[config.mk]
export PLATFORM = sky130hd
export DESIGN_NAME = cr16_cpu
export DESIGN_NICKNAME = d
export VERILOG_FILES = /design/src/hdl/cr16_pkg.sv /design/src/hdl/cr16_cpu.sv /design/src/hdl/datapath.sv /design/src/hdl/control_and_decoder.sv /design/src/hdl/regfile.sv /design/src/hdl/alu.sv
export SDC_FILE = /design/constraint.sdc
export NUM_CORES = 1
export LEC_CHECK = 0
export BUFFER_PORTS_ARGS = -buffer_cell sky130_fd_sc_hd__clkbuf_2
export CAP_MARGIN = 10
export CORE_MARGIN = 2
export CORE_UTILIZATION = 55
export CTS_CLUSTER_DIAMETER = 200
export CTS_CLUSTER_SIZE = 14
export DETAILED_ROUTE_END_ITERATION = 8
export PLACE_DENSITY = 0.77
export SYNTH_ARGS = -nofsm -noshare
export SYNTH_HDL_FRONTEND = slang
export SYNTH_SLANG_ARGS = --single-unit
[constraint.sdc]
create_clock -name clk -period 6 [get_ports clk]
set_clock_uncertainty 0.1 [all_clocks]
set_input_delay 0.3 -clock clk [delete_from_list [all_inputs] [get_ports clk]]
set_output_delay 0.3 -clock clk [all_outputs]
set_load 0.005 [all_outputs]
[src/hdl/cr16_pkg.sv]
// shared widths, instruction encodings and fsm states for the cr16 core, imported by all rtl
`default_nettype none

package cr16_pkg;

    localparam int data_width = 16;     // registers, memory words and addresses

    // instruction word layout
    //   [15:12] class   [11:8] rdest   [7:4] alu op or condition   [3:0] rsrc
    //   addi / movi use [7:0] as a signed 8-bit immediate instead of op and rsrc
    typedef enum logic [3:0] {
        CLS_RTYPE = 4'd0,   // register-form alu op
        CLS_ADDI  = 4'd1,
        CLS_MOVI  = 4'd2,
        CLS_LOAD  = 4'd3,   // rdest <= mem[rsrc]
        CLS_STOR  = 4'd4,   // mem[rsrc] <= rdest
        CLS_SCOND = 4'd5,   // rdest <= cond ? 1 : 0
        CLS_HALT  = 4'd6
    } instr_class_t;

    // alu opcodes, cr16a encodings
    typedef enum logic [3:0] {
        NOP  = 4'b0000, AND  = 4'b0001, OR   = 4'b0010, XOR  = 4'b0011,
        LSH  = 4'b0100, ADD  = 4'b0101, ADDU = 4'b0110, ADDC = 4'b0111,
        NOT  = 4'b1000, SUB  = 4'b1001, SUBC = 4'b1010, CMP  = 4'b1011,
        ASHU = 4'b1100, MOV  = 4'b1101
    } alu_op_t;

    typedef enum logic [3:0] {
        COND_EQ = 4'd0,     // z set
        COND_NE = 4'd1,     // z clear
        COND_LO = 4'd2,     // l set
        COND_HS = 4'd3      // l clear
    } cond_t;

    typedef enum logic [2:0] {
        S_FETCH, S_DECODE, S_EXEC, S_STORE, S_LOAD_ADDR, S_LOAD_WB, S_HALT
    } cpu_state_t;

    localparam logic [1:0] WB_ALU   = 2'd0;     // write-back source select
    localparam logic [1:0] WB_MDR   = 2'd1;
    localparam logic [1:0] WB_COND  = 2'd2;
    localparam logic       ADDR_PC  = 1'b0;     // memory address select
    localparam logic       ADDR_REG = 1'b1;

endpackage

`default_nettype wire
[src/hdl/cr16_cpu.sv]
// cr16 core top, joins the control fsm to the datapath and exposes the single-word memory port
`timescale 1ns/1ns
`default_nettype none

module cr16_cpu #(
    parameter logic [cr16_pkg::data_width-1:0] reset_pc = '0
) (
    input  logic                            clk,
    input  logic                            reset,
    input  logic [cr16_pkg::data_width-1:0] mem_rdata,  // combinational read data
    output logic [cr16_pkg::data_width-1:0] mem_addr,
    output logic [cr16_pkg::data_width-1:0] mem_wdata,
    output logic                            mem_we,     // one-cycle write strobe
    output logic                            halted
);
    import cr16_pkg::*;

    logic         ir_load;
    logic         pc_inc;
    logic         reg_we;
    logic         flags_we;
    logic         mdr_load;
    logic         use_imm;
    logic         addr_sel;
    logic [1:0]   wb_sel;
    alu_op_t      alu_op;
    instr_class_t instr_class;
    alu_op_t      op_field;

    control_and_decoder u_ctrl (
        .clk(clk), .reset(reset),
        .instr_class(instr_class), .op_field(op_field),
        .ir_load(ir_load), .pc_inc(pc_inc), .reg_we(reg_we), .flags_we(flags_we),
        .mdr_load(mdr_load), .use_imm(use_imm), .addr_sel(addr_sel), .wb_sel(wb_sel),
        .alu_op(alu_op), .mem_we(mem_we), .halted(halted)
    );

    datapath #(.reset_pc(reset_pc)) u_dp (
        .clk(clk), .reset(reset),
        .ir_load(ir_load), .pc_inc(pc_inc), .reg_we(reg_we), .flags_we(flags_we),
        .mdr_load(mdr_load), .use_imm(use_imm), .addr_sel(addr_sel), .wb_sel(wb_sel),
        .alu_op(alu_op), .mem_rdata(mem_rdata),
        .instr_class(instr_class), .op_field(op_field),
        .mem_addr(mem_addr), .mem_wdata(mem_wdata)
    );

endmodule

`default_nettype wire

[src/hdl/datapath.sv]
// cr16 datapath, holds pc, ir, mdr and flags and routes operands around the alu and register file
`timescale 1ns/1ns
`default_nettype none

module datapath #(
    parameter logic [cr16_pkg::data_width-1:0] reset_pc = '0   // first fetch address
) (
    input  logic                            clk,
    input  logic                            reset,
    input  logic                            ir_load,
    input  logic                            pc_inc,
    input  logic                            reg_we,
    input  logic                            flags_we,
    input  logic                            mdr_load,
    input  logic                            use_imm,
    input  logic                            addr_sel,
    input  logic [1:0]                      wb_sel,
    input  cr16_pkg::alu_op_t               alu_op,
    input  logic [cr16_pkg::data_width-1:0] mem_rdata,
    output cr16_pkg::instr_class_t          instr_class,
    output cr16_pkg::alu_op_t               op_field,
    output logic [cr16_pkg::data_width-1:0] mem_addr,
    output logic [cr16_pkg::data_width-1:0] mem_wdata
);
    import cr16_pkg::*;

    logic [data_width-1:0] pc;
    logic [data_width-1:0] ir;
    logic [data_width-1:0] mdr;         // load data
    logic                  c_flag;
    logic                  z_flag;
    logic                  l_flag;
    logic [data_width-1:0] rdata_a;     // rdest
    logic [data_width-1:0] rdata_b;     // rsrc
    logic [data_width-1:0] imm_ext;
    logic [data_width-1:0] alu_b;
    logic [data_width-1:0] alu_result;
    logic [data_width-1:0] wb_data;
    logic                  alu_carry;
    logic                  alu_zero;
    logic                  alu_lower;
    logic                  cond_true;
    cond_t                 cond;

    // instruction fields
    assign instr_class = instr_class_t'(ir[15:12]);
    assign op_field    = alu_op_t'(ir[7:4]);
    assign cond        = cond_t'(ir[7:4]);            // scond shares the op field
    assign imm_ext     = {{8{ir[7]}}, ir[7:0]};

    assign alu_b     = use_imm ? imm_ext : rdata_b;
    assign mem_addr  = (addr_sel == ADDR_REG) ? rdata_b : pc;
    assign mem_wdata = rdata_a;                       // stor writes rdest

    always_ff @(posedge clk or negedge reset) begin
        if (!reset) begin
            pc <= reset_pc;
        end else if (pc_inc) begin
            pc <= pc + 1'b1;    // word addressed
        end
    end

    always_ff @(posedge clk) begin
        if (ir_load)  ir  <= mem_rdata;
        if (mdr_load) mdr <= mem_rdata;
    end

    // cmp owns z and l, the add/sub family owns c
    always_ff @(posedge clk or negedge reset) begin
        if (!reset) begin
            c_flag <= 1'b0;
            z_flag <= 1'b0;
            l_flag <= 1'b0;
        end else if (flags_we) begin
            if (alu_op == CMP) begin
                z_flag <= alu_zero;
                l_flag <= alu_lower;
            end else begin
                c_flag <= alu_carry;
            end
        end
    end

    always_comb begin
        case (cond)
            COND_EQ: cond_true = z_flag;
            COND_NE: cond_true = !z_flag;
            COND_LO: cond_true = l_flag;
            COND_HS: cond_true = !l_flag;
            default: cond_true = 1'b0;      // undefined conditions never hold
        endcase
    end

    always_comb begin
        case (wb_sel)
            WB_MDR:  wb_data = mdr;
            WB_COND: wb_data = {{(data_width-1){1'b0}}, cond_true};
            default: wb_data = alu_result;
        endcase
    end

    regfile u_regfile (
        .clk     (clk),
        .reset   (reset),
        .we      (reg_we),
        .waddr   (ir[11:8]),
        .raddr_a (ir[11:8]),
        .raddr_b (ir[3:0]),
        .wdata   (wb_data),
        .rdata_a (rdata_a),
        .rdata_b (rdata_b)
    );

    alu u_alu (
        .a         (rdata_a),
        .b         (alu_b),
        .op        (alu_op),
        .carry_in  (c_flag),
        .result    (alu_result),
        .carry_out (alu_carry),
        .zero_eq   (alu_zero),
        .lower     (alu_lower)
    );

endmodule

`default_nettype wire

[src/hdl/control_and_decoder.sv]
// cr16 control fsm, steps fetch/decode/execute and turns the instruction class into datapath strobes
`timescale 1ns/1ns
`default_nettype none

module control_and_decoder (
    input  logic                   clk,
    input  logic                   reset,
    input  cr16_pkg::instr_class_t instr_class,    // ir[15:12]
    input  cr16_pkg::alu_op_t      op_field,       // ir[7:4]
    output logic                   ir_load,
    output logic                   pc_inc,
    output logic                   reg_we,
    output logic                   flags_we,
    output logic                   mdr_load,
    output logic                   use_imm,
    output logic                   addr_sel,
    output logic [1:0]             wb_sel,
    output cr16_pkg::alu_op_t      alu_op,
    output logic                   mem_we,
    output logic                   halted
);
    import cr16_pkg::*;

    cpu_state_t state;
    cpu_state_t next_state;
    cpu_state_t prev_state;
    logic       op_writes_reg;      // register-form op has a destination
    logic       op_sets_flags;      // register-form op updates c or z/l

    // state register, prev_state trails by one cycle
    always_ff @(posedge clk or negedge reset) begin
        if (!reset) begin
            state      <= S_FETCH;
            prev_state <= S_FETCH;
        end else begin
            prev_state <= state;
            state      <= next_state;
        end
    end

    // which register-form ops write rdest and which touch flags
    always_comb begin
        op_writes_reg = 1'b1;
        op_sets_flags = 1'b0;
        case (op_field)
            NOP: op_writes_reg = 1'b0;
            CMP: begin
                op_writes_reg = 1'b0;   // compare only sets z and l
                op_sets_flags = 1'b1;
            end
            ADD, ADDC, SUB, SUBC: op_sets_flags = 1'b1;    // carry / borrow
            default: op_sets_flags = 1'b0;  // addu, logic, shifts, mov
        endcase
    end

    // next state
    always_comb begin
        next_state = S_FETCH;
        case (state)
            S_FETCH:  next_state = S_DECODE;
            S_DECODE: begin
                case (instr_class)
                    CLS_RTYPE, CLS_ADDI,
                    CLS_MOVI, CLS_SCOND: next_state = S_EXEC;
                    CLS_LOAD:            next_state = S_LOAD_ADDR;
                    CLS_STOR:            next_state = S_STORE;
                    CLS_HALT:            next_state = S_HALT;
                    default:             next_state = S_FETCH;    // unused class acts as no-op
                endcase
            end
            S_EXEC:      next_state = S_FETCH;
            S_STORE:     next_state = S_FETCH;
            S_LOAD_ADDR: next_state = S_LOAD_WB;
            S_LOAD_WB:   next_state = S_FETCH;
            S_HALT:      next_state = S_HALT;     // parked until reset
            default:     next_state = S_FETCH;
        endcase
    end

    // control outputs, everything idle unless the state asks for it
    always_comb begin
        ir_load  = 1'b0;
        pc_inc   = 1'b0;
        reg_we   = 1'b0;
        flags_we = 1'b0;
        mdr_load = 1'b0;
        use_imm  = 1'b0;
        addr_sel = ADDR_PC;
        wb_sel   = WB_ALU;
        alu_op   = NOP;
        mem_we   = 1'b0;
        halted   = 1'b0;
        case (state)
            S_FETCH: begin
                ir_load = 1'b1;         // ir <= mem[pc]
                pc_inc  = 1'b1;
            end
            S_EXEC: begin
                case (instr_class)
                    CLS_RTYPE: begin
                        alu_op   = op_field;
                        reg_we   = op_writes_reg;
                        flags_we = op_sets_flags;
                    end
                    CLS_ADDI: begin
                        alu_op   = ADD;     // add with sign-extended immediate
                        use_imm  = 1'b1;
                        reg_we   = 1'b1;
                        flags_we = 1'b1;
                    end
                    CLS_MOVI: begin
                        alu_op  = MOV;
                        use_imm = 1'b1;
                        reg_we  = 1'b1;
                    end
                    CLS_SCOND: begin
                        wb_sel = WB_COND;   // 1 or 0 from z / l
                        reg_we = 1'b1;
                    end
                    default: reg_we = 1'b0;
                endcase
            end
            S_STORE: begin
                addr_sel = ADDR_REG;                    // address from rsrc
                mem_we   = (prev_state == S_DECODE);    // single strobe on entry
            end
            S_LOAD_ADDR: begin
                addr_sel = ADDR_REG;
                mdr_load = 1'b1;
            end
            S_LOAD_WB: begin
                wb_sel = WB_MDR;
                reg_we = 1'b1;
            end
            S_HALT:  halted = 1'b1;
            default: halted = 1'b0;     // decode has no strobes
        endcase
    end

endmodule

`default_nettype wire

[src/hdl/regfile.sv]
// cr16 register file, sixteen words with two asynchronous read ports and one clocked write port
`timescale 1ns/1ns
`default_nettype none

module regfile (
    input  logic                            clk,
    input  logic                            reset,
    input  logic                            we,
    input  logic [3:0]                      waddr,
    input  logic [3:0]                      raddr_a,
    input  logic [3:0]                      raddr_b,
    input  logic [cr16_pkg::data_width-1:0] wdata,
    output logic [cr16_pkg::data_width-1:0] rdata_a,
    output logic [cr16_pkg::data_width-1:0] rdata_b
);
    import cr16_pkg::*;

    logic [data_width-1:0] regs [16];

    // all registers start at zero
    always_ff @(posedge clk or negedge reset) begin
        if (!reset) begin
            for (int i = 0; i < 16; i++) begin
                regs[i] <= '0;
            end
        end else if (we) begin
            regs[waddr] <= wdata;   // lands at the closing edge of exec / load_wb
        end
    end

    // reads see the old value during a write cycle
    assign rdata_a = regs[raddr_a];     // rdest
    assign rdata_b = regs[raddr_b];     // rsrc

endmodule

`default_nettype wire

[src/hdl/alu.sv]
// combinational cr16 alu, gives the result plus carry/borrow and compare outputs for each opcode
`timescale 1ns/1ns
`default_nettype none

module alu (
    input  logic [cr16_pkg::data_width-1:0] a,          // rdest value
    input  logic [cr16_pkg::data_width-1:0] b,          // rsrc value or immediate
    input  cr16_pkg::alu_op_t               op,
    input  logic                            carry_in,   // c flag
    output logic [cr16_pkg::data_width-1:0] result,
    output logic                            carry_out,  // carry for add, borrow for sub
    output logic                            zero_eq,    // a == b
    output logic                            lower       // a < b unsigned
);
    import cr16_pkg::*;

    logic [data_width:0]   sum;         // msb is carry out
    logic [data_width:0]   diff;        // msb is borrow out
    logic                  use_c;       // only the c variants fold in the flag
    logic [4:0]            shamt;       // signed shift amount from b
    logic [4:0]            shmag;       // its magnitude
    logic [data_width-1:0] lsh_res;
    logic [data_width-1:0] ashu_res;

    assign use_c = (op == ADDC) || (op == SUBC);

    assign sum  = {1'b0, a} + {1'b0, b} + {{data_width{1'b0}}, use_c & carry_in};
    assign diff = {1'b0, a} - {1'b0, b} - {{data_width{1'b0}}, use_c & carry_in};

    // shift count is the low five bits of b, two's complement
    assign shamt = b[4:0];
    assign shmag = shamt[4] ? (~shamt + 5'd1) : shamt;    // -16 maps to 16

    assign lsh_res  = shamt[4] ? (a >> shmag) : (a << shmag);            // zero fill right
    assign ashu_res = shamt[4] ? $unsigned($signed(a) >>> shmag) : (a << shmag);  // sign fill

    assign zero_eq = (a == b);
    assign lower   = (a < b);

    always_comb begin
        result    = a;      // nop passes a through, it is never written back
        carry_out = 1'b0;
        case (op)
            AND:  result = a & b;
            OR:   result = a | b;
            XOR:  result = a ^ b;
            NOT:  result = ~b;
            MOV:  result = b;
            LSH:  result = lsh_res;
            ASHU: result = ashu_res;
            ADD, ADDU, ADDC: begin
                result    = sum[data_width-1:0];
                carry_out = sum[data_width];
            end
            SUB, SUBC, CMP: begin
                result    = diff[data_width-1:0];   // cmp result is dropped
                carry_out = diff[data_width];
            end
            default: result = a;
        endcase
    end

endmodule

`default_nettype wire

## Yosys cells after proc, flatten, opt, wreduce, memory -nomap -nowiden

Cells that the tools add are included.

| word-level totals | value |
|---|---|
| flip-flop bits (word level) | 313 |
| bits of input ports | 18 |
| output and inout bits | 34 |
| logic and storage cells | 137 |

| operators by class | value |
|---|---|
| $add $sub $neg | 6 |
| order comparisons | 4 |
| eq/ne operators | 37 |
| shift operators | 3 |
| mux-type cells | 37 |
| bitwise gates (word level) | 9 |
| reduce and logical (&&, ||, !) cells | 17 |

Operators by type and width:

| cell | number |
|---|---|
| 256-bit bitwise mux | 1 |
| 16-bit 2-to-1 mux | 9 |
| 16-bit one-hot mux with 9 select lines | 1 |
| 16-bit binary-select mux with 4-bit select | 2 |
| 16-bit demux with 4-bit select | 1 |
| 4-bit by 3-bit equality test with 1-bit output, second input constant | 9 |
| 4-bit equality test, second input constant | 9 |
| 16-bit one-hot mux with 2 select lines | 1 |
| 4-bit by 2-bit equality test with 1-bit output, second input constant | 6 |
| 3-bit one-hot mux with 4 select lines | 2 |
| 16-bit by 16-bit adder with 17-bit output | 1 |
| 17-bit by 1-bit adder with 17-bit output | 1 |
| 16-bit by 16-bit subtractor with 17-bit output | 1 |
| 17-bit by 1-bit subtractor with 17-bit output | 1 |
| 16-bit by 1-bit adder with 16-bit output, second input constant | 1 |
| 16-bit AND | 1 |
| 16-bit equality test | 1 |
| 16-bit less-than comparator | 1 |
| 16-bit NOT | 1 |
| 16-bit bitwise OR | 1 |
| 16-bit by 5-bit left shift with 16-bit output | 1 |
| 16-bit by 5-bit right shift with 16-bit output | 1 |
| 16-bit by 5-bit >>> shifter with 16-bit output | 1 |
| 16-bit bitwise XOR | 1 |
| 31 further kinds | 58 |

## Longest topological paths before layout

| logic depth | value |
|---|---|
| depth after elaboration | 13 |
| depth in mapped cells | 25 |
| gate-level depth less buffers | 20 |

## Hierarchy

From an unflattened synthesis, not the netlist that was laid out.

| second synthesis, totals | value |
|---|---|
| cells, all modules | 1,925 |
| area, all modules | 22,120.0 um^2 |

Modules (own cells, without submodules):

| module | times used | cells each | area an instance (um^2) |
|---|---|---|---|
| regfile | 1 | 849 | 13,470.4 |
| alu | 1 | 836 | 5,740.5 |
| datapath | 1 | 187 | 2,446.1 |
| control_and_decoder | 1 | 53 | 462.9 |

## Worst setup path before layout

OpenSTA, ideal clock, no wires.

| timing | value |
|---|---|
| path kind | reg-to-reg |
| from | register u_dp.ir[0] |
| to | register u_dp.u_regfile.regs[172] in the netlist's numbering |
| library setup time | 121 ps |
| arrival time | 5,460 ps |
| required time | 5,779 ps |
| slack | 319 ps |
| stages on the path, launching flop included | 23 |
| path buffers | 5 |
| clock period less this slack | 5,681 ps |
| path through | edfxtp_1 > buf_6 > mux4_1 > mux2i_1 > mux2_2 > o21ai_0 > buf_2 > clkinv_1 > clkbuf_1 > fa_1 > fa_1 > o21a_1 > o21a_1 > o2111ai_1 > a32oi_1 > a21o_1 > a211o_1 > a31oi_1 > o21ai_1 > or3b_1 > clkbuf_1 > buf_2 > a22o_1 |

| on the way | value |
|---|---|
| cells in the longest elaborated chain, start to end | 13 |

Ends and longest elaborated chain:

| element | RTL line | text |
|---|---|---|
| start, declared | datapath.sv:28 | `logic [data_width-1:0] ir;` |
| start signal, assigned | datapath.sv:64 | `if (ir_load) ir <= mem_rdata;` |
| 4-bit NOT with 5-bit output (not written as such) | regfile.sv:33 | `assign rdata_b = regs[raddr_b];` |
| 16-bit binary-select mux with 4-bit select | regfile.sv:33 |  |
| 16-bit 2-to-1 mux (not written as such) (2 in series) | regfile.sv:33 |  |
| 16-bit 2-to-1 mux * | datapath.sv:51 | `assign alu_b = use_imm ? imm_ext : rdata_b;` |
| branches (longest 5 deep; another with 16-bit by 16-bit subtractor with 17-bit output) | -- |  |
| 16-bit one-hot mux with 9 select lines * | alu.sv:43 | `case (op)` |
| 16-bit one-hot mux with 2 select lines * | datapath.sv:95 | `case (wb_sel)` |
| 256-bit bitwise mux * | regfile.sv:27 | `regs[waddr] <= wdata;` |
| end signal, assigned by index | regfile.sv:27 |  |
| end, declared | regfile.sv:18 | `logic [data_width-1:0] regs [16];` |

Mark *: on every way between the ends. The select of a mux whose other input is x is not followed.
A chain may end at the register's enable or synchronous reset.

## Worst setup path after layout

| timing | value |
|---|---|
| from | register u_ctrl.state[2] |
| to | register u_dp.u_regfile.regs[156] in the netlist's numbering |

| on the way | value |
|---|---|
| cells in the longest elaborated chain, start to end | 11 |

Ends and longest elaborated chain:

| element | RTL line | text |
|---|---|---|
| start, declared | control_and_decoder.sv:24 | `cpu_state_t state;` |
| start signal, assigned | control_and_decoder.sv:37 | `state <= next_state;` |
| branches (longest 11 deep; another with 16-bit by 16-bit subtractor with 17-bit output) | -- |  |

Parallel ways; which one is timed is not known.

==> impl_metrics.toml <==
[global_route]
grt_antenna_before_repair = 0
track_usage_pct = 39.3
grt_pass1_vias = 20506
grt_overflow = 0
grt_pass1_wl_microns = 129000
grt_max_degree = 103

[timing]
fin_crit_ps = 5980
tightest_slew_ps = 1200
hold_viol_final = 0
setup_violations = 0
slew_viol_final = 0
slew_headroom_pct = 19.8
fmax_ghz = 0.167
min_period_over_period_pct = 99.6
rsz0062_at_grt = "yes"

[clock_network]
clock_path_buffers = 3
cts_root_buf = "clkbuf_16"
cts_tree = "built"
cts_sinks = 313
clkLatencyLatePin_ps = 580
h-tree-depth = 1
cts_inserted_buffers = 26
clk_pin_slew_ps = 70

[worst_hold_path]
min_path_type = "input port to async pin"

[drt]
vias = 20824
wirelength_microns = 86000
drc_errors = 0
ant_nets = 0
dr.pass1.iters = 6
drt_iter0_drc = 2710
vias_per_cell = 7.24
wl_per_cell_microns = 29.9

[job]
maxCapViolCount = 0

[logic_synthesis]
ys_ff_latch = 313
ys.flop_type = "dfrtp_1"
synth.net_count = 2394
yosysWarnings = 0
avgSynthCellArea_sq_um = 9.95
synthesis.area_sq_um = 22800
async_reset_ff_share_pct = 89.8
synth_edf_count = 32
synthDistinctLibCells = 102
synth_cells = 2291
ys_seq_area_share_pct = 35.1

[die]
design.die.area_sq_um = 43100
die_x_microns = 208
core_sq_um = 40800
start_util_pct = 55.8
die_y_microns = 208
rows = 74
num_io_pins = 52

[power_and_ir_drop]
peakVddDrop_v = 0.000283
p_per_area_nw_per_um2 = 419
leakage_nw = 10.8

[finish]
drive_above_1_share_pct = 19.9
fin_cells = 2878
final_cell_mix = "358 x nand2_1, 281 x dfrtp_1, 165 x o21ai_0"
nets = 2444
syn2layout_area_growth_pct = 9.30
layout_commonest_cell = "nand2_1"
num_antenna_cells = 0
fin_area_sq_um = 24900

[place]
dp.final_hpwl_microns = 61800
place_area_sq_um = 23900
place_inst = 2817
place.gp.congestion = 1.06
io_buffers = 51

[setup_path]
crit_arrival_ps = 6350
crit_type = "register to register"
required_ps = 6370
crit_path_end_kind = "register"
crit_fanout = 16
cp-start-kind = "register"

[outcome]
status = "complete, no violations"
[cell families after synthesis]
logic type | after synthesis | synth area share (%)
AO/OA/AOI/OAI | 584 | 17.1
XOR/XNOR | 34 | 1.31
adder cells (fa/ha/maj) | 85 | 4.80
buffers and inverters | 254 | 5.17
flip-flops | 313 | 35.1
multiplexers | 272 | 21.6
AND/OR/NAND/NOR | 749 | 15.0
[worst paths after layout]
path,startpoint,end,slack [ps],cells after the start
max in group asynchronous,reset,u_dp.pc[2],4320,3
min reg2reg,u_dp.pc[15],u_dp.pc[15],400,1
min,reset,u_dp.u_regfile.regs[46],210,2
max,u_ctrl.state[2],u_dp.u_regfile.regs[156],20,17
min in group clk,mem_rdata[10],u_dp.ir[10],360,2
max reg2reg,u_ctrl.state[2],u_dp.u_regfile.regs[156],20,17
[power breakdown]
group	internal [mW]	switching, mW
clock	0.780	0.795
sequential	2.51	0.352
combinational	2.29	3.71
[cell type report]
class                           instances  area [sq um]
Timing Repair Buffer                  203          1600
Fill cell                            3323         15900
Clock inverter                          3          30.0
Sequential cell                       313          7990
Inverter                               73           274
Tap cell                              532           666
Multi-Input combinational cell       1724         13700
Clock buffer                           30           666
[per-stage QoR]
step           total power, mW  hold WS (ps)  setup slack (ps)  setup TNS, ps  utilization (%)
2_1_floorplan             6.69         -95.6               319              0                -
3_3_place_gp              8.46           278               163              0             58.4
3_5_place_dp              8.56           286              56.2              0             58.4
4_1_cts                   10.1           286              59.6              0             60.5
5_1_grt                   10.9           318             -29.4           -195             61.0
6_report                  10.4           210              22.3              0             61.0
[critical path, cell delays in order (launching register included)]
cell       delay, ps
dfrtp_1          470
or3b_1           450
nor3_2           450
nand2_1          160
o21ai_1          320
clkinv_1         220
fa_1             480
fa_1             470
o21a_1           230
o21a_1           210
o2111ai_1        270
a32oi_1          250
a21o_1           230
a211o_1          280
a31oi_1          160
o21ai_1          150
or3b_1           680
a22o_1           300
[synthesized netlist by cell type, types with 8 or more instances]
master / number / area (sq um)
nand2_1: 358 / 1340
dfrtp_1: 281 / 7030
o21ai_0: 166 / 831
nor2_1: 139 / 522
clkbuf_1: 106 / 398
mux4_2: 96 / 2160
mux2_2: 91 / 1020
a21oi_1: 90 / 450
ha_1: 81 / 1010
nand3_1: 79 / 395
inv_1: 69 / 259
mux4_1: 54 / 1420
buf_2: 46 / 230
a31oi_1: 44 / 275
o211ai_1: 42 / 315
edfxtp_1: 32 / 961
mux2i_1: 30 / 300
nor3_1: 26 / 130
o21ai_1: 26 / 130
nand4_1: 24 / 150
and3_1: 22 / 138
o31ai_1: 21 / 158
a22o_1: 20 / 175
a22oi_1: 18 / 135
xnor2_1: 18 / 158
xor2_1: 16 / 140
a211oi_1: 15 / 113
o2111ai_1: 15 / 131
a21o_1: 13 / 97.6
nand2b_1: 13 / 81.3
o21a_1: 13 / 97.6
or2_2: 13 / 81.3
nor2b_1: 12 / 75.1
nor4_1: 12 / 75.1
and2_1: 10 / 62.6
buf_4: 9 / 67.6
a211o_1: 8 / 70.1
buf_1: 8 / 30.0
or3_1: 8 / 50.1
[per-layer routing]
metal  vias up  GRT usage (%)  wire length, microns
met2      1524           58.7                 37300
met5         -              0                     0
li1       8663              -                     -
met1     10193           50.1                 31100
met3       444           10.2                 10100
met4         0           27.9                  7500
[flip-flops by register name, summed over array words and instances (netlist names)]
register             cells
u_dp.u_regfile.regs    256
u_dp.ir                 16
u_dp.mdr                16
u_dp.pc                 16
u_ctrl.prev_state        3
u_ctrl.state             3
u_dp.c_flag              1
u_dp.l_flag              1
u_dp.z_flag              1
[what timing repair did]
item                                    4_1_cts  5_1_grt
gates resized for setup                       0        6
hold buffers                                 17        0
endpoints found under the setup margin        0      107
buffers inserted                              0        9
hold endpoints to repair                    131        0
Note: power is estimated with default switching activity, not from simulation.
